`src/design/mips_pkg.sv`:
```
package mips_pkg;

	typedef logic [31:0] word_t;
	typedef logic [4:0] reg_idx_t;

	localparam int NUM_REGS = 32;

	// Primary opcodes, bits 31:26
	typedef enum logic [5:0] {
		OP_RTYPE = 6'h00,
		OP_ADDIU = 6'h09,
		OP_SLTI  = 6'h0a,
		OP_SLTIU = 6'h0b,
		OP_ORI   = 6'h0d,
		OP_XORI  = 6'h0e,
		OP_LUI   = 6'h0f
	} opcode_e;

	// R-type function field, bits 5:0
	typedef enum logic [5:0] {
		F_SLL  = 6'h00,
		F_SRL  = 6'h02,
		F_SRA  = 6'h03,
		F_ADDU = 6'h21,
		F_SUBU = 6'h23,
		F_AND  = 6'h24,
		F_OR   = 6'h25,
		F_XOR  = 6'h26,
		F_NOR  = 6'h27,
		F_SLT  = 6'h2a,
		F_SLTU = 6'h2b
	} func_e;

	typedef enum logic [3:0] {
		ALU_ADD,
		ALU_SUB,
		ALU_AND,
		ALU_OR,
		ALU_XOR,
		ALU_NOR,
		ALU_SLT,
		ALU_SLTU,
		ALU_SLL,
		ALU_SRL,
		ALU_SRA,
		ALU_LUI
	} alu_op_e;

	typedef struct packed {
		logic     valid;
		word_t    pc;
		alu_op_e  alu_op;
		logic     use_imm;
		logic     we;
		reg_idx_t rs;
		reg_idx_t rt;
		reg_idx_t dest;
		word_t    rs_val;
		word_t    rt_val;
		word_t    imm;     // Already extended, shamt for shifts
	} dec_t;

	typedef struct packed {
		logic     valid;
		word_t    pc;
		logic     we;
		reg_idx_t dest;
		word_t    data;
	} wb_t;

endpackage

```
`src/design/reg_file.sv`:
```
`timescale 1ns/1ps

module reg_file (
	input  logic              clock,
	input  logic              rst_n,
	input  mips_pkg::reg_idx_t rs,
	input  mips_pkg::reg_idx_t rt,
	input  mips_pkg::wb_t     wr,
	output mips_pkg::word_t   rs_val,
	output mips_pkg::word_t   rt_val
);
	import mips_pkg::*;

	word_t regs [NUM_REGS];
	logic wr_en;

	assign wr_en = wr.valid && wr.we;

	// The write strobe already holds the result that execute produced a cycle
	// earlier, so a matching read takes it straight from the strobe
	assign rs_val = (rs == '0) ? '0 : ((wr_en && wr.dest == rs) ? wr.data : regs[rs]);
	assign rt_val = (rt == '0) ? '0 : ((wr_en && wr.dest == rt) ? wr.data : regs[rt]);

	always_ff @(posedge clock or negedge rst_n) begin
		if (!rst_n) begin
			for (int i = 0; i < NUM_REGS; i++) begin
				regs[i] <= '0;
			end
		end else if (wr_en) begin
			regs[wr.dest] <= wr.data;
		end
	end

	// Decode clears we for r0 destinations
	a_no_r0_write: assert property (@(posedge clock) disable iff (!rst_n)
		wr_en |-> wr.dest != '0);

endmodule

```
`src/design/decode_unit.sv`:
```
`timescale 1ns/1ps

module decode_unit (
	input  logic            clock,
	input  logic            rst_n,
	input  mips_pkg::word_t insn,
	input  logic            insn_valid,
	input  mips_pkg::word_t insn_pc,
	input  mips_pkg::wb_t   wb,
	output mips_pkg::dec_t  dec
);
	import mips_pkg::*;

	logic [5:0] opcode;
	logic [5:0] funct;
	reg_idx_t rs, rt, rd;
	logic [4:0] shamt;
	logic [15:0] imm16;
	logic kept;
	word_t rs_val, rt_val;
	dec_t dec_n;

	assign opcode = insn[31:26];
	assign rs = insn[25:21];
	assign rt = insn[20:16];
	assign rd = insn[15:11];
	assign shamt = insn[10:6];
	assign funct = insn[5:0];
	assign imm16 = insn[15:0];

	reg_file rf_i (
		.clock  (clock),
		.rst_n  (rst_n),
		.rs     (rs),
		.rt     (rt),
		.wr     (wb),
		.rs_val (rs_val),
		.rt_val (rt_val)
	);

	always_comb begin
		kept = 1'b1;
		dec_n = '0;
		dec_n.valid = insn_valid;
		dec_n.pc = insn_pc;
		dec_n.alu_op = ALU_ADD;
		dec_n.use_imm = 1'b1;
		dec_n.rs = rs;
		dec_n.rt = rt;
		dec_n.dest = rt;
		dec_n.rs_val = rs_val;
		dec_n.rt_val = rt_val;
		dec_n.imm = {{16{imm16[15]}}, imm16};
		case (opcode)
			OP_RTYPE: begin
				dec_n.use_imm = 1'b0;
				dec_n.dest = rd;
				dec_n.imm = {27'b0, shamt};   // Shift amount rides in imm
				case (funct)
					F_ADDU: dec_n.alu_op = ALU_ADD;
					F_SUBU: dec_n.alu_op = ALU_SUB;
					F_AND: dec_n.alu_op = ALU_AND;
					F_OR: dec_n.alu_op = ALU_OR;
					F_XOR: dec_n.alu_op = ALU_XOR;
					F_NOR: dec_n.alu_op = ALU_NOR;
					F_SLT: dec_n.alu_op = ALU_SLT;
					F_SLTU: dec_n.alu_op = ALU_SLTU;
					F_SLL: dec_n.alu_op = ALU_SLL;
					F_SRL: dec_n.alu_op = ALU_SRL;
					F_SRA: dec_n.alu_op = ALU_SRA;
					default: kept = 1'b0;
				endcase
			end
			OP_ADDIU: dec_n.alu_op = ALU_ADD;
			OP_SLTI: dec_n.alu_op = ALU_SLT;
			OP_SLTIU: dec_n.alu_op = ALU_SLTU;   // Still sign extended
			OP_ORI: begin
				dec_n.alu_op = ALU_OR;
				dec_n.imm = {16'h0000, imm16};
			end
			OP_XORI: begin
				dec_n.alu_op = ALU_XOR;
				dec_n.imm = {16'h0000, imm16};
			end
			OP_LUI: begin
				dec_n.alu_op = ALU_LUI;
				dec_n.imm = {imm16, 16'h0000};
			end
			default: kept = 1'b0;
		endcase
		dec_n.we = kept && (dec_n.dest != '0);
	end

	always_ff @(posedge clock or negedge rst_n) begin
		if (!rst_n) begin
			dec.valid <= 1'b0;
		end else begin
			dec <= dec_n;
		end
	end

endmodule

```
`config.mk`:
```
export PLATFORM = sky130hd
export DESIGN_NAME = decode_unit
export DESIGN_NICKNAME = d
export VERILOG_FILES = /design/src/design/mips_pkg.sv /design/src/design/reg_file.sv /design/src/design/decode_unit.sv
export SDC_FILE = /design/constraint.sdc
export NUM_CORES = 2
export LEC_CHECK = 0
export BUFFER_PORTS_ARGS = -buffer_cell sky130_fd_sc_hd__buf_2
export CORE_MARGIN = 4
export CORE_UTILIZATION = 35
export CTS_CLUSTER_DIAMETER = 30
export DETAILED_ROUTE_END_ITERATION = 10
export RECOVER_POWER = 100
export SETUP_SLACK_MARGIN = 0.4
export SLEW_MARGIN = 20
export SYNTH_ARGS = -nofsm -noshare
export SYNTH_HDL_FRONTEND = slang
export SYNTH_SLANG_ARGS = --single-unit
```
`constraint.sdc`:
```
create_clock -name clock -period 1.8 [get_ports clock]
set_input_delay 0.18 -clock clock [delete_from_list [all_inputs] [get_ports clock]]
set_output_delay 0.18 -clock clock [all_outputs]
set_load 0.02 [all_outputs]
```
==> metrics.cfg <==
[detailed_routing]
antenna_left=0
num_vias=45000
firstDrtPassIters=5
vias_per_cell=5.81
drc_errors=0
drt_iter0_markers=3674
detail_route.wl_per_cell_um=29.5
wl_um=228000

[worst_hold_path]
holdCritPathClass=in2reg

[global_routing]
grt_usage_pct=24.9
grt_antenna_before_repair=5
grt_pass1_wl_um=331000
overflow=0
grt_max_degree=67
grt_pass1_vias=47500

[power]
p_sw_mw=25.1
p_total_mw=102
pwr-share-clk_pct=53.9
seqPwrFrac_pct=32.2
p_leak_nw=37.3
comb_power_share_pct=13.9
p_sw_share_pct=24.6
power_density_nw_per_um2=1240
vdd_drop_max_mv=0.626
p_int_mw=76.9

[floorplan]
num_rows=152
coreArea_um2=172000
io-pin-count=288
chipWidth_um=424
die_h_um=424
die_area_um2=179000
initial_utilization_pct=35.2

[outcome]
violations=setup timing
run_status=finished with violations

[critical_path]
path_buf_inv=0
cp.required_ns=2.42
worstPathCellList=mux4_2, mux2_4, a221o_1, a32o_1
crit_arrival_ns=2.62
cp-end-kind=flip-flop
critical_path.top_delay_family=multiplexers
slowest_delay_ns=0.49
startpoint_type=flip-flop
cp_max_fo=2
crit_path_top_delay_cell=mux4_2
path_class=reg2reg

[synthesis]
yosys.area_share.simple_pct=1.82
synth_top_family_by_area=multiplexers
synth_top_flop_cell=dfrtp_1
synthCells=4145
syn_nets=4283
yosys-mux-area-fraction_pct=38.1
synth_xor_area_share_pct=0.145
post_synth_num_cell_types=59
synth_edf_count=149
ys_async_sr_fraction_pct=87.3
syn_avg_cell_area_um2=14.6
synth_fa_ha_area_share_pct=0
ys_seq_area_share_pct=49.8
synth_warnings=0
synth.ff_latch_count=1174
syn_area_um2=60400
synth_compound_area_share_pct=6.93

[job]
drv_cap=0

[sta]
setup_ws_ns=-0.203
finalCriticalPeriod_ns=2.00
fmax_mhz=499
setup_tns_ns=-9.14
rsz0062_at_grt=true
slew_headroom_pct=6.49
period_share_pct=111
finClkSkew_ns=0.0701
finalMaxSlewViolations=0
hold_viol=0
worst_pin_slew_ns=1.40
report.final.setup_viol=150

[clocking]
cts.sinks=1174
cts_buffer_depth=4
cts-buffers-inserted=304
cts_tree=done
insertion_delay_ns=0.92
cts_root_buf=clkbuf_16
path_clk_slew_ns=0.05
htree_levels=5

[placement]
dpl.hpwl_um=146000
io_buffers=255
dp.cells=7012
gp_congestion=0.864

[final_layout]
n_fill_cell=14900
final_util_pct=48.1
layout-drive-gt1-share_pct=54.2
fin_cells=7743
syn2layout_area_growth_pct=36.6
nets=5345

[worst reg2reg max path, delay by kind of cell, from the launching register on]
family,cells,cell delay [ns]
DFF,1,0.38
muxes,2,0.78
AOI/OAI and AO/OA,2,0.53
[power by group through the flow]
stage	combinational, mW	sequential, mW	clock, mW
CTS	14.3	32.8	55.6
finish	14.2	32.9	55.0
global route	15.1	33.2	57.2
floorplan	8.10	32.7	0
detailed placement	13.3	33.1	0
global placement	13.0	33.0	0
[logic make-up after synthesis]
logic type             Yosys count
AND/OR/NAND/NOR                216
flip-flops                    1174
AO/OA/AOI/OAI                  542
buffers and inverters          439
multiplexers                  1764
XOR/XNOR                        10
[layout make-up]
type	count	area [um^2]	share of cell area, %
Timing Repair Buffer	1190	9690	11.7
Clock inverter	140	1900	2.30
Inverter	5	21.3	0.0258
Tap cell	2310	2890	3.50
Antenna cell	3	7.51	0.00909
Sequential cell	1174	30100	36.5
Clock buffer	389	8430	10.2
Multi-Input combinational cell	2532	29500	35.8
[synthesized netlist by cell type (35+ instances only)]
master / count / area share [%]
mux2_2: 1059 / 20
mux4_2: 322 / 12
edfxtp_1: 149 / 7.4
a21oi_1: 89 / 0.74
nand2_1: 64 / 0.40
buf_1: 48 / 0.30
o221ai_1: 63 / 0.91
a221oi_1: 95 / 1.4
buf_2: 94 / 0.78
mux2i_1: 383 / 6.3
a211oi_1: 35 / 0.43
a221o_1: 38 / 0.63
clkbuf_1: 253 / 1.6
nor3_1: 43 / 0.36
a22oi_1: 53 / 0.66
dfrtp_1: 1025 / 42
[registers in the layout, summed over array words and instances (netlist names)]
signal / flops
rf_i.regs: 1024
dec: 150
[path summary, 6_finish.rpt]
kind | slack (ns) | end | start | cells after the start
worst max register to register | -0.20 | dec[71] | rf_i.regs[711] | 4
min in group asynchronous | 0.82 | rf_i.regs[389] | rst_n | 3
max in group asynchronous | -0.03 | rf_i.regs[350] | rst_n | 4
worst max-delay path | -0.20 | dec[71] | rf_i.regs[711] | 4
worst min-delay path | 0.02 | dec[111] | insn[27] | 6
worst min register to register | 0.51 | rf_i.regs[274] | rf_i.regs[274] | 1
[cell usage in the layout (no fill, tap or decap), drive strengths merged, types with 25 or more instances in the layout]
cell	instances
clkbuf	653
nand2	64
a32o	32
bufinv	42
buf	789
dlygate4sd3	135
edfxtp	149
a22oi	53
o221ai	63
dfrtp	1025
a211o	26
o22ai	33
mux4	322
mux2	1059
a221oi	95
a21oi	89
nor3	44
clkinv	70
o21ai	30
mux2i	383
a211oi	35
nor2	29
clkinvlp	25
a221o	38
[through the flow]
stage	hold WS, ns	area (um^2)	worst slack [ns]
finish	0.0226	82600	-0.203
CTS	-0.0798	84400	-0.169
floorplan	-0.116	61600	-0.254
global route	0.0400	82600	-0.220
detailed placement	0.0908	71200	-0.615
global placement	0.0929	71200	-0.605
[routing by layer]
| layer | part of all wire [%] | GRT usage (%) |
|---|---|---|
| met5 | 0.0057 | 0 |
| met3 | 7.4 | 5.47 |
| met2 | 47 | 40.0 |
| met1 | 40 | 31.9 |
| met4 | 5.3 | 12.2 |
[timing repair]
action,CTS,global route
setup buffers,38,24
resized for setup,370,109
hold buffers,136,2
endpoints found under the hold margin,2221,5
endpoints found under the setup margin,214,237
pin swaps,78,26
Note: power is estimated with default switching activity, not from simulation.
