### config.mk
export PLATFORM = sky130hd
export DESIGN_NAME = execute_unit
export DESIGN_NICKNAME = d
export VERILOG_FILES = /design/src/design/mips_pkg.sv /design/src/design/execute_unit.sv
export SDC_FILE = /design/constraint.sdc
export NUM_CORES = 1
export LEC_CHECK = 0
export BUFFER_PORTS_ARGS = -buffer_cell sky130_fd_sc_hd__buf_4
export CORE_UTILIZATION = 33
export DETAILED_ROUTE_END_ITERATION = 12
export PLACE_DENSITY_LB_ADDON = 0.2
export SLEW_MARGIN = 30
export SYNTH_ARGS = -nofsm -noshare
export SYNTH_HDL_FRONTEND = slang
export SYNTH_SLANG_ARGS = --single-unit
### constraint.sdc
create_clock -name clock -period 12.7 [get_ports clock]
set_clock_uncertainty 0.15 [all_clocks]
set_input_delay 1.905 -clock clock [delete_from_list [all_inputs] [get_ports clock]]
set_output_delay 1.905 -clock clock [all_outputs]
set_load 0.01 [all_outputs]
### src/design/mips_pkg.sv
package mips_pkg;

	typedef logic [31:0] word_t;
	typedef logic [4:0] reg_idx_t;

	localparam int NUM_REGS = 32;

	// Primary opcodes, bits 31:26
	typedef enum logic [5:0] {
		OP_RTYPE = 6'h00,
		OP_ADDIU = 6'h09,
		OP_SLTI  = 6'h0a,
		OP_SLTIU = 6'h0b,
		OP_ORI   = 6'h0d,
		OP_XORI  = 6'h0e,
		OP_LUI   = 6'h0f
	} opcode_e;

	// R-type function field, bits 5:0
	typedef enum logic [5:0] {
		F_SLL  = 6'h00,
		F_SRL  = 6'h02,
		F_SRA  = 6'h03,
		F_ADDU = 6'h21,
		F_SUBU = 6'h23,
		F_AND  = 6'h24,
		F_OR   = 6'h25,
		F_XOR  = 6'h26,
		F_NOR  = 6'h27,
		F_SLT  = 6'h2a,
		F_SLTU = 6'h2b
	} func_e;

	typedef enum logic [3:0] {
		ALU_ADD,
		ALU_SUB,
		ALU_AND,
		ALU_OR,
		ALU_XOR,
		ALU_NOR,
		ALU_SLT,
		ALU_SLTU,
		ALU_SLL,
		ALU_SRL,
		ALU_SRA,
		ALU_LUI
	} alu_op_e;

	typedef struct packed {
		logic     valid;
		word_t    pc;
		alu_op_e  alu_op;
		logic     use_imm;
		logic     we;
		reg_idx_t rs;
		reg_idx_t rt;
		reg_idx_t dest;
		word_t    rs_val;
		word_t    rt_val;
		word_t    imm;     // Already extended, shamt for shifts
	} dec_t;

	typedef struct packed {
		logic     valid;
		word_t    pc;
		logic     we;
		reg_idx_t dest;
		word_t    data;
	} wb_t;

endpackage

### src/design/execute_unit.sv
`timescale 1ns/1ps

module execute_unit (
	input  logic           clock,
	input  logic           rst_n,
	input  mips_pkg::dec_t dec,
	output mips_pkg::wb_t  wb,
	output logic           done
);
	import mips_pkg::*;

	logic fwd_ok;
	word_t op_a, rt_fwd, op_b, result;
	logic [4:0] sh;
	logic wb_valid_d;
	logic retire_we;

	// Previous instruction is not in the register file yet
	assign fwd_ok = wb.valid && wb.we && (wb.dest != '0);
	assign op_a = (fwd_ok && wb.dest == dec.rs) ? wb.data : dec.rs_val;
	assign rt_fwd = (fwd_ok && wb.dest == dec.rt) ? wb.data : dec.rt_val;
	assign op_b = dec.use_imm ? dec.imm : rt_fwd;
	assign sh = dec.imm[4:0];
	assign retire_we = dec.valid && dec.we;

	always_comb begin
		case (dec.alu_op)
			ALU_ADD: result = op_a + op_b;
			ALU_SUB: result = op_a - op_b;
			ALU_AND: result = op_a & op_b;
			ALU_OR: result = op_a | op_b;
			ALU_XOR: result = op_a ^ op_b;
			ALU_NOR: result = ~(op_a | op_b);
			ALU_SLT: result = {31'b0, $signed(op_a) < $signed(op_b)};
			ALU_SLTU: result = {31'b0, op_a < op_b};
			ALU_SLL: result = rt_fwd << sh;
			ALU_SRL: result = rt_fwd >> sh;
			ALU_SRA: result = $unsigned($signed(rt_fwd) >>> sh);
			ALU_LUI: result = op_b;   // Upper half placed by decode
			default: result = '0;
		endcase
	end

	always_ff @(posedge clock or negedge rst_n) begin
		if (!rst_n) begin
			wb.valid <= 1'b0;
			wb.we <= 1'b0;
			wb_valid_d <= 1'b0;
		end else begin
			wb.valid <= dec.valid;
			wb.pc <= dec.pc;
			wb.we <= retire_we;
			wb.dest <= dec.dest;
			wb.data <= retire_we ? result : '0;   // Zero when nothing is written
			wb_valid_d <= wb.valid;
		end
	end

	// Falling edge of the retire strobe
	assign done = wb_valid_d && !wb.valid;

endmodule

==> run summary <==
The run finished with clean final reports. Compared with the post-synthesis result, the final layout area differs by 16.3%. The clock transition time at the flip-flop clock pins of the worst setup and hold paths works out to 0.08 ns.

The cell with the largest stage delay on the worst path is sky130_fd_sc_hd__o311ai_0. After synthesis, the cell types taking the most area are sky130_fd_sc_hd__edfxtp_1 15%, sky130_fd_sc_hd__ha_1 9.0%, sky130_fd_sc_hd__mux4_2 8.7%. The tools report the via count of the first global-routing pass as 13400.

In this run the standard cell core region covers 40100 um2. The total net switching power was 0.508 mW. The first TritonRoute pass finished after 6 iterations. Start point of the worst hold path: wb[70]$_DFF_PN0_.

In this run the register-to-register setup slack is 5.53 ns. During placement, the flow inserted port buffers numbering 223. Max-slew violation count: 0.

Category of the worst setup path launch point: a primary input. The cell family contributing the most delay on the critical path is simple AND/OR/NAND/NOR gates. The highest layer touched by signal routing is met5. Area taken by multi-input logic gates: 10400 um2. When the netlist entered floorplanning its net count stood at 1875. The area used by sequential logic in the layout was 2150 um2.

For this design the ratio of total power to cell area is 73.7 nW/um2. Setup repair after global routing left no endpoint under its margin. At the pin with the least slew margin, the transition time is 1.00 ns.

The critical path goes through buf_4, xor2_1, or4_4, nor2_8, buf_4, mux2i_1, a21oi_1, ha_1, nor4_1, inv_1, or4_1, o311ai_0, a211oi_1, o21a_1, xnor2_1, o211a_1, a21oi_1. In the routed layout, each cell is associated on average with a via count of 6.30. For this design the top-level I/O count stands at 224.

The cell type with the largest total area after synthesis is sky130_fd_sc_hd__edfxtp_1. Post-synthesis register bit count: 72. In this run the worst hold path is classified as register to register. In this run, synthesis inferred 69 flip-flops with an integrated enable.

The power share of the combinational group was 51.8%. The total track usage came out at 29.3%. Routability-driven placement finished with a final weighted congestion of 1.01.

The end of the worst hold path was wb_valid_d$_DFF_PN0_. The H-tree depth is 3. After synthesis, the mean cell area works out to 8.32 um2. The total of fill cells in the finished design is 4134, and the die footprint is 41800 um2.

The logs give 92 for the post-synthesis cell type count and 8.30 ns for the data arrival time of the critical path. In this run switching power makes up 43.9% of total power. The number of cells on the worst reg-to-reg path is 16.

The depth of the critical timing path with buffers and inverters included was 17. The library cell used most frequently in the layout, excluding fill and tap cells, is sky130_fd_sc_hd__buf_4. The worst reg2reg path endpoint was wb[29]$_SDFFCE_PN0P_.

Together, buffers and inverters on the worst path number 3. The post-route netlist has 22.9% of its cells at a drive strength greater than 1. The tools report the post-synthesis cell area as 13500 um2. In this run the critical register-to-register path is launched from wb[34]$_DFFE_PP_.

The area share of the largest cell type after synthesis is 15.3%. The run gives 9 as the number of buffers created by CTS. The design draws 1.16 mW. The tools report the final setup violation count as 0. Count of hold-fix buffers inserted at cts: 0. The post-synthesis instance total was 1624; the power share of the sequential group was 26.1%. Summed over all nets, the half-perimeter wirelength after detailed placement is 48900 um.

Entering global routing, the biggest net connects 53 pins. In the final routed layout, each cell accounts on average for 27.4 um. Once detail routing completed, the nets flagged for antenna violations numbered 0.

The routed design uses 6560 um of met3 wire. The fmax was 120 MHz. At the later pin of the worst-skew pair, clock insertion delay measures 0.36 ns.

For this run the aggregate overflow at the end of global routing stands at 0. In this run the clock root is driven by a sky130_fd_sc_hd__clkbuf_16. TritonCTS built the clock tree.

The tools report the cell-internal power as 0.649 mW. Leaving out fill and tap cells, the most frequent cells in the layout are 244 x sky130_fd_sc_hd__buf_4, 146 x sky130_fd_sc_hd__a21oi_1, 145 x sky130_fd_sc_hd__nand2_1. Headroom to the max-slew limit came out at 33.2%.

STA classifies the critical path endpoint as a register. The initial standard-cell utilization of the core came out at 33.7%. The worst hold path stage count works out to 0. By startpoint and endpoint, the worst setup path is classified as primary input to register.

The largest buffer count on any clock path is 2, and the sequential share of the synthesized area is 15.9%. The tools report the count of vias placed by the detailed router as 14400. For the finished layout, the period the worst path requires is 8.35 ns. Across the VDD grid, the largest voltage drop is 0.0000643 V. The wire length on met1 was 26600 um. The largest fanout of any net on the critical path was 39; the count of warnings emitted by yosys was 0.

The detailed router finished its first iteration with 2056 violations. In the detailed route, the total length drawn on met2 is 27700 um. At the worst endpoint, the required time is 12.65 ns.

For this run, design rule violations remaining after detail routing come to 0. The quantity of gates resized following cts is 0, and the width of the die is 204 um. For this design the static power due to leakage is 6.29 nW.

Of the available clock period, the critical path in the final layout requires 65.7%. The initialized floorplan defines 73 standard-cell rows. Setup total negative slack on the finished layout was measured at 0 ns. The run gives 0 as the reported max-cap violation count. The proportion of synthesized flip-flops having asynchronous set or reset is 4.17%. After detailed routing, the total wire length is 62700 um.

After clock tree synthesis, the setup repair step added 0 buffers. Hold violation count in the final report: 0. The tools report the global-route wire length before repair as 90600 um. From bottom edge to top edge, the die measures 204 um. Clock tree synthesis found a total of 72 sinks.

The most frequently used flop master after synthesis is sky130_fd_sc_hd__edfxtp_1. The repair_antennas step left the layout with diodes totalling 0. Number of nets in the finished design: 2006. The logs give 3 for the initial antenna violation count and 22.0% for the clock network fraction of design power. The critical path's largest stage delay was 0.75 ns.
## kinds of logic after synthesis
family / Yosys count / share of synthesized area [%]
compound gates: 522 / 25.8
simple gates: 464 / 15.9
buf+inv: 223 / 7.39
mux: 220 / 24.1
fa+ha+maj: 99 / 9.28
flops: 72 / 15.9
xor+xnor: 24 / 1.56
## through the flow
step                      hold WS (ns)  setup slack [ns]  cell area, um2  util, %  cells
after CTS                        0.279              4.46           15700     39.2   2285
after floorplan                  0.304              5.97           13500        -   1624
final                            0.282              4.35           15700     39.2   2285
after global routing             0.306              3.98           15700     39.2   2285
after detailed placement         0.269              4.07           15400     38.5   2269
after global placement           0.269              4.40           15400     38.4   2268
## power by group through the flow
stage	Combinational [mW]	Clock, mW	Sequential (mW)
2_1_floorplan	0.363	0	0.304
3_3_place_gp	0.580	0	0.306
3_5_place_dp	0.583	0	0.306
4_1_cts	0.586	0.256	0.301
5_1_grt	0.640	0.264	0.304
6_report	0.600	0.255	0.302
## sequential cells by signal (all words and copies together) (netlist names)
signal	count
wb_valid_d	1
wb	71
## worst max-delay path by stage
stage | start | to | slack (ns)
after floorplan | dec[103] | wb[25]$_SDFFCE_PN0P_ | 5.97
after detailed placement | dec[103] | wb[29]$_SDFFCE_PN0P_ | 4.07
after CTS | dec[103] | wb[29]$_SDFFCE_PN0P_ | 4.46
after global routing | dec[103] | wb[29]$_SDFFCE_PN0P_ | 3.98
final | dec[103] | wb[29]$_SDFFCE_PN0P_ | 4.35
after global placement | dec[103] | wb[29]$_SDFFCE_PN0P_ | 4.40
## final cells by class
class	instances	share of cell area, %
Clock buffer	10	1.46
Clock inverter	6	0.271
Inverter	98	2.34
Multi-Input combinational cell	1329	66.2
Sequential cell	72	13.7
Tap cell	525	4.18
Timing Repair Buffer	245	11.8
## layer usage
metal	vias up	GRT usage [%]
li1	6448	-
met1	6997	41.2
met2	840	44.3
met3	111	6.23
met4	4	9.17
met5	-	0
## worst reg2reg max path: stages (launching register included)
cell and delay [ns]:
sky130_fd_sc_hd__edfxtp_1 0.46, sky130_fd_sc_hd__xor2_1 0.18, sky130_fd_sc_hd__or4_4 0.57, sky130_fd_sc_hd__nor2_8 0.61, sky130_fd_sc_hd__buf_4 0.61, sky130_fd_sc_hd__mux2i_1 0.51
sky130_fd_sc_hd__a21oi_1 0.29, sky130_fd_sc_hd__ha_1 0.58, sky130_fd_sc_hd__nor4_1 0.58, sky130_fd_sc_hd__inv_1 0.12, sky130_fd_sc_hd__or4_1 0.48, sky130_fd_sc_hd__o311ai_0 0.75
sky130_fd_sc_hd__a211oi_1 0.32, sky130_fd_sc_hd__o21a_1 0.29, sky130_fd_sc_hd__xnor2_1 0.19, sky130_fd_sc_hd__o211a_1 0.17, sky130_fd_sc_hd__a21oi_1 0.06
## Yosys cell counts, types with 9 or more instances
master,n
sky130_fd_sc_hd__edfxtp_1,69
sky130_fd_sc_hd__o21a_1,12
sky130_fd_sc_hd__a22oi_1,13
sky130_fd_sc_hd__o21bai_1,13
sky130_fd_sc_hd__mux2_2,47
sky130_fd_sc_hd__o22ai_1,17
sky130_fd_sc_hd__nor2_1,138
sky130_fd_sc_hd__o221ai_1,19
sky130_fd_sc_hd__o21ai_0,95
sky130_fd_sc_hd__a211oi_1,20
sky130_fd_sc_hd__nand2b_1,18
sky130_fd_sc_hd__mux2i_1,97
sky130_fd_sc_hd__a21o_1,12
sky130_fd_sc_hd__inv_1,94
sky130_fd_sc_hd__o211ai_1,19
sky130_fd_sc_hd__and3_1,12
sky130_fd_sc_hd__clkbuf_1,96
sky130_fd_sc_hd__a21oi_1,146
sky130_fd_sc_hd__nor3_1,34
sky130_fd_sc_hd__a221o_1,16
sky130_fd_sc_hd__or2_2,10
sky130_fd_sc_hd__mux4_1,19
sky130_fd_sc_hd__nor2b_1,23
sky130_fd_sc_hd__a22o_1,10
sky130_fd_sc_hd__ha_1,97
sky130_fd_sc_hd__a31oi_1,18
sky130_fd_sc_hd__o31ai_1,9
sky130_fd_sc_hd__nand3_1,37
sky130_fd_sc_hd__a221oi_1,32
sky130_fd_sc_hd__mux4_2,52
sky130_fd_sc_hd__nand2_1,145
sky130_fd_sc_hd__xnor2_1,18
Power figures use the tool's default switching activity.
