`src/design/mips_pkg.sv`:
```
package mips_pkg;

	typedef logic [31:0] word_t;
	typedef logic [4:0] reg_idx_t;

	localparam int NUM_REGS = 32;

	// Primary opcodes, bits 31:26
	typedef enum logic [5:0] {
		OP_RTYPE = 6'h00,
		OP_ADDIU = 6'h09,
		OP_SLTI  = 6'h0a,
		OP_SLTIU = 6'h0b,
		OP_ORI   = 6'h0d,
		OP_XORI  = 6'h0e,
		OP_LUI   = 6'h0f
	} opcode_e;

	// R-type function field, bits 5:0
	typedef enum logic [5:0] {
		F_SLL  = 6'h00,
		F_SRL  = 6'h02,
		F_SRA  = 6'h03,
		F_ADDU = 6'h21,
		F_SUBU = 6'h23,
		F_AND  = 6'h24,
		F_OR   = 6'h25,
		F_XOR  = 6'h26,
		F_NOR  = 6'h27,
		F_SLT  = 6'h2a,
		F_SLTU = 6'h2b
	} func_e;

	typedef enum logic [3:0] {
		ALU_ADD,
		ALU_SUB,
		ALU_AND,
		ALU_OR,
		ALU_XOR,
		ALU_NOR,
		ALU_SLT,
		ALU_SLTU,
		ALU_SLL,
		ALU_SRL,
		ALU_SRA,
		ALU_LUI
	} alu_op_e;

	typedef struct packed {
		logic     valid;
		word_t    pc;
		alu_op_e  alu_op;
		logic     use_imm;
		logic     we;
		reg_idx_t rs;
		reg_idx_t rt;
		reg_idx_t dest;
		word_t    rs_val;
		word_t    rt_val;
		word_t    imm;     // Already extended, shamt for shifts
	} dec_t;

	typedef struct packed {
		logic     valid;
		word_t    pc;
		logic     we;
		reg_idx_t dest;
		word_t    data;
	} wb_t;

endpackage

```
`src/design/fetch_unit.sv`:
```
`timescale 1ns/1ps

module fetch_unit #(
	parameter int              IMEM_WORDS = 64,
	parameter mips_pkg::word_t PC_BASE    = 32'h8002_0000
) (
	input  logic                          clock,
	input  logic                          rst_n,
	input  logic                          start,
	output logic [$clog2(IMEM_WORDS)-1:0] rd_addr,
	output logic                          fetch_valid,
	output mips_pkg::word_t               fetch_pc,
	output logic                          running
);
	import mips_pkg::*;

	localparam int AW = $clog2(IMEM_WORDS);

	logic [AW-1:0] cnt;
	logic last;

	assign last = (cnt == AW'(IMEM_WORDS - 1));
	assign rd_addr = cnt;

	always_ff @(posedge clock or negedge rst_n) begin
		if (!rst_n) begin
			running <= 1'b0;
			cnt <= '0;
			fetch_valid <= 1'b0;
		end else begin
			fetch_valid <= running;   // Lines up with rd_word
			if (!running) begin
				if (start) begin
					running <= 1'b1;
					cnt <= '0;
				end
			end else if (last) begin
				running <= 1'b0;
			end else begin
				cnt <= cnt + 1'b1;
			end
		end
	end

	always_ff @(posedge clock) begin
		fetch_pc <= PC_BASE + (word_t'(cnt) << 2);
	end

	// A run always begins at word 0
	a_first_pc: assert property (@(posedge clock) disable iff (!rst_n)
		$rose(fetch_valid) |-> fetch_pc == PC_BASE);

endmodule

```
`config.mk`:
```
export PLATFORM = sky130hd
export DESIGN_NAME = fetch_unit
export DESIGN_NICKNAME = d
export VERILOG_FILES = /design/src/design/mips_pkg.sv /design/src/design/fetch_unit.sv
export SDC_FILE = /design/constraint.sdc
export NUM_CORES = 1
export LEC_CHECK = 0
export BUFFER_PORTS_ARGS = -buffer_cell sky130_fd_sc_hd__buf_2
export CAP_MARGIN = 0
export CORE_ASPECT_RATIO = 1.2
export CORE_UTILIZATION = 35
export CTS_CLUSTER_SIZE = 28
export DETAILED_ROUTE_END_ITERATION = 12
export PLACE_DENSITY = 0.74
export SLEW_MARGIN = 30
export SYNTH_ARGS = -nofsm -noshare
export SYNTH_HDL_FRONTEND = slang
export SYNTH_SLANG_ARGS = --single-unit
```
`constraint.sdc`:
```
create_clock -name clock -period 2.9 [get_ports clock]
set_input_delay 0.145 -clock clock [delete_from_list [all_inputs] [get_ports clock]]
set_output_delay 0.145 -clock clock [all_outputs]
set_load 0.01 [all_outputs]
```
==> results of run 1 <==
## cell type report
class                           count  share of cell area
Timing Repair Buffer               17               0.116
Sequential cell                    14               0.411
Tap cell                           19              0.0305
Inverter                            1             0.00482
Clock buffer                        4              0.0465
Multi-Input combinational cell     59               0.392
## state kept, by name, summed over array words and instances (netlist names)
signal and count:
fetch_pc 6, rd_addr 6, fetch_valid 1, running 1
## worst paths after layout
kind / from / to / slack, ps / cells past startpoint
worst min-delay path: start / running / 220 / 3
min in group asynchronous: rst_n / rd_addr[4] / 230 / 2
max in group asynchronous: rst_n / fetch_valid / 2500 / 2
worst max register to register: rd_addr[0] / rd_addr[0] / 1460 / 4
worst min register to register: rd_addr[1] / fetch_pc[3] / 480 / 0
worst max-delay path: rd_addr[0] / rd_addr[0] / 1460 / 4
## kinds of logic (layout without fill, tap and decap cells)
logic type / Yosys count / in the layout
other cells: 2 / 26
buf+inv: 28 / 22
fa+ha+maj: 1 / 1
simple gates: 18 / 18
compound gates: 14 / 14
flops: 14 / 14
## per-layer routing
| layer | wire, um | global-route usage |
|---|---|---|
| met4 | 23 | 0.0606 |
| met2 | 605 | 0.189 |
| met5 | 0 | 0 |
| met1 | 433 | 0.116 |
| met3 | 97 | 0.0276 |
## through the flow
stage          total power, uW  cell area [um^2]  worst slack [ps]  hold slack (ps)  instances
6_report                   824               779              1460              219        114
5_1_grt                    892               779              1360              255        114
4_1_cts                    833               779              1470              215        114
3_5_place_dp               691               733              1490             2.66        109
3_3_place_gp               682               733              1550            -1.95        109
2_1_floorplan              590               828              1530             -151        101
## report_power, final
| group | internal [uW] | switching (uW) | leakage (uW) | total, uW |
|---|---|---|---|---|
| Clock | 76.4 | 61.6 | 0.0000210 | 138 |
| Sequential | 283 | 91.0 | 0.000138 | 374 |
| Combinational | 146 | 166 | 0.000226 | 312 |
## worst min-delay path: stages
cell and delay (ps):
buf_2 140, nor2_1 120, a21oi_1 50
## layout by cell type (no fill, tap or decap), types with 2 or more instances in the layout
master / count
conb_1: 26
buf_2: 16
dfrtp_1: 8
dfxtp_1: 6
nand2_1: 5
nor2_1: 3
a21oi_1: 3
nor2b_1: 3
clkbuf_4: 3
and3_1: 2
o22ai_1: 2
a41oi_1: 2
==> results.md, run 1 <==
* Sequential element share of the synthesized area at 0.434
* Top-count cell post-synth: buf_4
* Share of the synthesized area in the top cell type at 0.271
* WL final at 1160 um
* Filler cells at 197
* Syn Area/Cell at 9.59 um^2
* Antenna-violating nets left at 0
* Post-synthesis simple-gate area fraction at 0.132
* 1st-pass router iterations at 6
* Post-synthesis mux area share at 0
* Yosys warning count at 0
* # rows at 17
* CTS H-tree depth at 1
* DR WL/cell at 10.2 um
* Worst Setup Path Type: reg2reg
* EDFF count, synth at 0
* Post-synth top flop: dfrtp_1
* Leak pwr at 0.000386 uW
* HPWL Detailed at 849 um
* Maximum vdd drop at 0.000309 V
* Initial drt markers at 16
* DRC at 0
* Crit share post-route at 0.498
* XOR/XNOR share of the synthesized area at 0
* Clock transition at path regs at 80 ps
* CP max stage delay at 430 ps
* Clock Skew at 2.18 ps
* Core area at 1910 um^2
* Yosys top cell by area: dfrtp_1
* Layout cells sized above 1 at 0.221
* CTS Buf Count at 3
* Async set or reset register ratio after synthesis at 0.571
* Fin. max-slew vios at 0
* Synth top cells by count: 26 x buf_4, 8 x dfrtp_1, 6 x dfxtp_1, 5 x nand2_1
* Chip Height at 52.3 um
* Register area at 320 um^2
* Fin nets at 100
* Final design utilization at 0.407
* Fmax at 693 MHz
* Tmin final at 1440 ps
* Ant diodes at 0
* Max Fanout on Critical Path at 7
* Post-synthesis compound-gate area fraction at 0.132
* RD Place Congestion at 0.755
* Sink Count at 14
* Register bit count reported by yosys at 14
* Buf/Inv on CP at 0
* Chip Width at 43.9 um
* Max-Cap Viols at 0
* Startpoint Class: register
* Setup TNS at 0 ps
* Pin count of the biggest net entering global routing at 17
* Status: finished clean
* GRT Overall Usage at 0.108
* Synth area leaders: dfrtp_1 27%, buf_4 26%, dfxtp_1 16%
* Area of the multi-input gates at 305 um^2
* Setup bufs post-CTS at 0
* CP Data Required Time at 3070 ps
* First-pass GRT wire length at 1800 um
* Post-CTS Resized at 0
* IO Pins at 43
* Starting Density at 0.386
* Die ar. at 2300 um^2
* Adder-cell share of the synthesized area at 0.0169
* Number of global-route vias before repair at 410
* Critical Path Sink Type: register
* Distinct cells, synth at 26
* Buffers on Ports at 16
* Clock Tree Buf Depth at 2
* Cells after Synth at 77
* Final Setup Violations at 0
* Hold Crit Class: in2reg
* CP max stage cell: dfrtp_1
* Crit-path leading delay family: simple AND/OR/NAND/NOR gates
* Via count at 524
* Initial antenna violation count at 0
* CTS tree: done
* Crit path DAT at 1620 ps
* Hold Fails Final Rpt at 0
* Synthesized area at 738 um^2
* Area Growth Syn to Fin at 5.59%
* Gr ovfl total at 0
* RSZ-0062 raised after global routing: false
* Critical-path cell list: ha_1 -> nand2_1 -> or3_1 -> a31o_1
* Clk_lat worst skew at 280 ps
* Clk Tree Root Cell: clkbuf_4
* Via density at 4.60
* CTS Hold Bufs at 1
* Largest family of logic cells by synthesized area: buffers and inverters
* Pwr per Cell Area at 1060 nW/um^2
(Power assumes the default switching activity.)
==> run 2, diff against run 1 <==
==> constraint.sdc (replaced) <==
create_clock -name clock -period 1.5 [get_ports clock]
set_input_delay 0.075 -clock clock [delete_from_list [all_inputs] [get_ports clock]]
set_output_delay 0.075 -clock clock [all_outputs]
set_load 0.01 [all_outputs]
==> run 2 against run 1 <==
Against the previous run:
- critical path depth did not move
- cell area grew 1.9%
- count of clock-buffer cells in the layout stayed put
- sequential power grew 82%
- first-iteration DRC count decreased by 25%
- clock skew up 0.58 ps
- sequential share of layout area down 0.78 points
- highest routed layer unchanged
- flip-flop and latch count stayed put
- hold slack got worse by 51 ps
- total power grew 98%
- critical path type unchanged
- global-route usage increased by 0.17 points
- combinational power increased by 120%
==> results.md, run 2 (synthesis results as in run 1) <==
* Most common cell after layout, fill and taps aside: conb_1
* Reg2Reg Depth at 4
* FF-to-FF Start: rd_addr[1]
* Gr ovfl total at 0
* Clock Tree Buf Depth at 2
* Clock Skew at 2.77 ps
* IO Pins at 43
* Chip Width at 43.9 um
* CTS H-tree depth at 1
* RSZ-0062 raised after global routing: false
* Area of the multi-input gates at 305 um^2
* Max-Cap Viols at 0
* Core area at 1910 um^2
* Area Growth Syn to Fin at 7.63%
* Max Fanout on Critical Path at 6
* Setup bufs post-CTS at 0
* Fin nets at 102
* Maximum vdd drop at 0.000530 V
* Number of global-route vias before repair at 407
* Hold Crit Class: in2async
* Commonest cells after routing, fill and taps aside: 26 x conb_1, 16 x buf_2, 8 x dfrtp_1
* Hold Fails Final Rpt at 0
* Die ar. at 2300 um^2
* Layout cells sized above 1 at 0.237
* Setup slack, reg-to-reg at 80 ps
* Ant diodes at 0
* Register area at 320 um^2
* Initial drt markers at 12
* Worst Setup Path Type: reg2reg
* Crit share post-route at 0.946
* CTS tree: done
* CP Data Required Time at 1670 ps
* Startpoint Class: register
* Reg2reg end: rd_addr[0]
* First-pass GRT wire length at 1750 um
* # rows at 17
* CTS Buf Count at 3
* Final Setup Violations at 0
* Filler cells at 204
* Initial antenna violation count at 0
* Setup TNS at 0 ps
* Antenna-violating nets left at 0
* Chip Height at 52.3 um
* Crit path from: rd_addr[1]
* RD Place Congestion at 0.747
* Clk_lat worst skew at 280 ps
* Status: finished clean
* 1st-pass router iterations at 6
* WL final at 1230 um
* Tmin final at 1420 ps
* Crit path DAT at 1590 ps
* Buffers on Ports at 16
* Setup crit end: rd_addr[0]
* HPWL Detailed at 907 um
* Fin. max-slew vios at 0
* Via density at 4.65
* Via count at 539
* Clock transition at path regs at 80 ps
* Clk Tree Root Cell: clkbuf_4
* DR WL/cell at 10.6 um
* Final design utilization at 0.415
* Sink Count at 14
* Pwr per Cell Area at 2060 nW/um^2
* Starting Density at 0.386
* Pin count of the biggest net entering global routing at 17
* DRC at 0
* Critical Path Sink Type: register
* Fmax at 705 MHz
* GRT Overall Usage at 0.110
* Leak pwr at 0.000395 uW
## run 2: cell types whose count changed in the layout (fill, tap and decap cells not counted), sizes merged
cell and change:
buf +2
## run 2: worst min path at each step
stage                     start  slack (ps)          end  cells past startpoint
after detailed placement  rst_n         -70   rd_addr[3]                      1
after global placement    rst_n         -70   rd_addr[4]                      1
after global routing      rst_n         160   rd_addr[4]                      2
after CTS                 rst_n         170   rd_addr[3]                      2
after floorplan           rst_n        -220  fetch_valid                      0
final                     rst_n         170   rd_addr[2]                      2
## run 2: metrics by stage
step	worst slack, ps	cell area, um^2	power [uW]	hold WS, ps	cells
final	80.8	795	1630	168	116
after global routing	51.6	795	1750	164	116
after CTS	83.4	795	1650	165	116
after detailed placement	96.3	748	1380	-68.3	111
after global placement	162	748	1360	-70.5	111
after floorplan	132	828	1140	-221	101
## run 2: power breakdown
part	internal (uW)	switching, uW	total (uW)
Sequential	547	135	682
Clock	148	118	265
Combinational	317	370	688
## run 2: critical path: stages (launching register included)
cell and delay (ps):
dfrtp_1 410, ha_1 210, nand2_1 120, or3_1 360
a31o_1 210
## run 2: timing repair
| action | 4_1_cts | 5_1_grt |
|---|---|---|
| endpoints found under the hold margin | 8 | 0 |
| gates resized for setup | 0 | 0 |
| hold buffers | 1 | 0 |
## run 2: final cells by class
type                            count  share of cell area
Sequential cell                    14               0.403
Multi-Input combinational cell     59               0.384
Timing Repair Buffer               19               0.132
Clock buffer                        4              0.0457
Tap cell                           19              0.0299
Inverter                            1             0.00472
## run 2: per-layer routing
| metal | track usage | share of wire | vias up |
|---|---|---|---|
| met5 | 0 | 0 | - |
| met4 | 0.111 | 0.029 | 0 |
| met3 | 0.0345 | 0.094 | 5 |
| met2 | 0.179 | 0.51 | 33 |
| met1 | 0.104 | 0.36 | 248 |
| li1 | - | - | 253 |
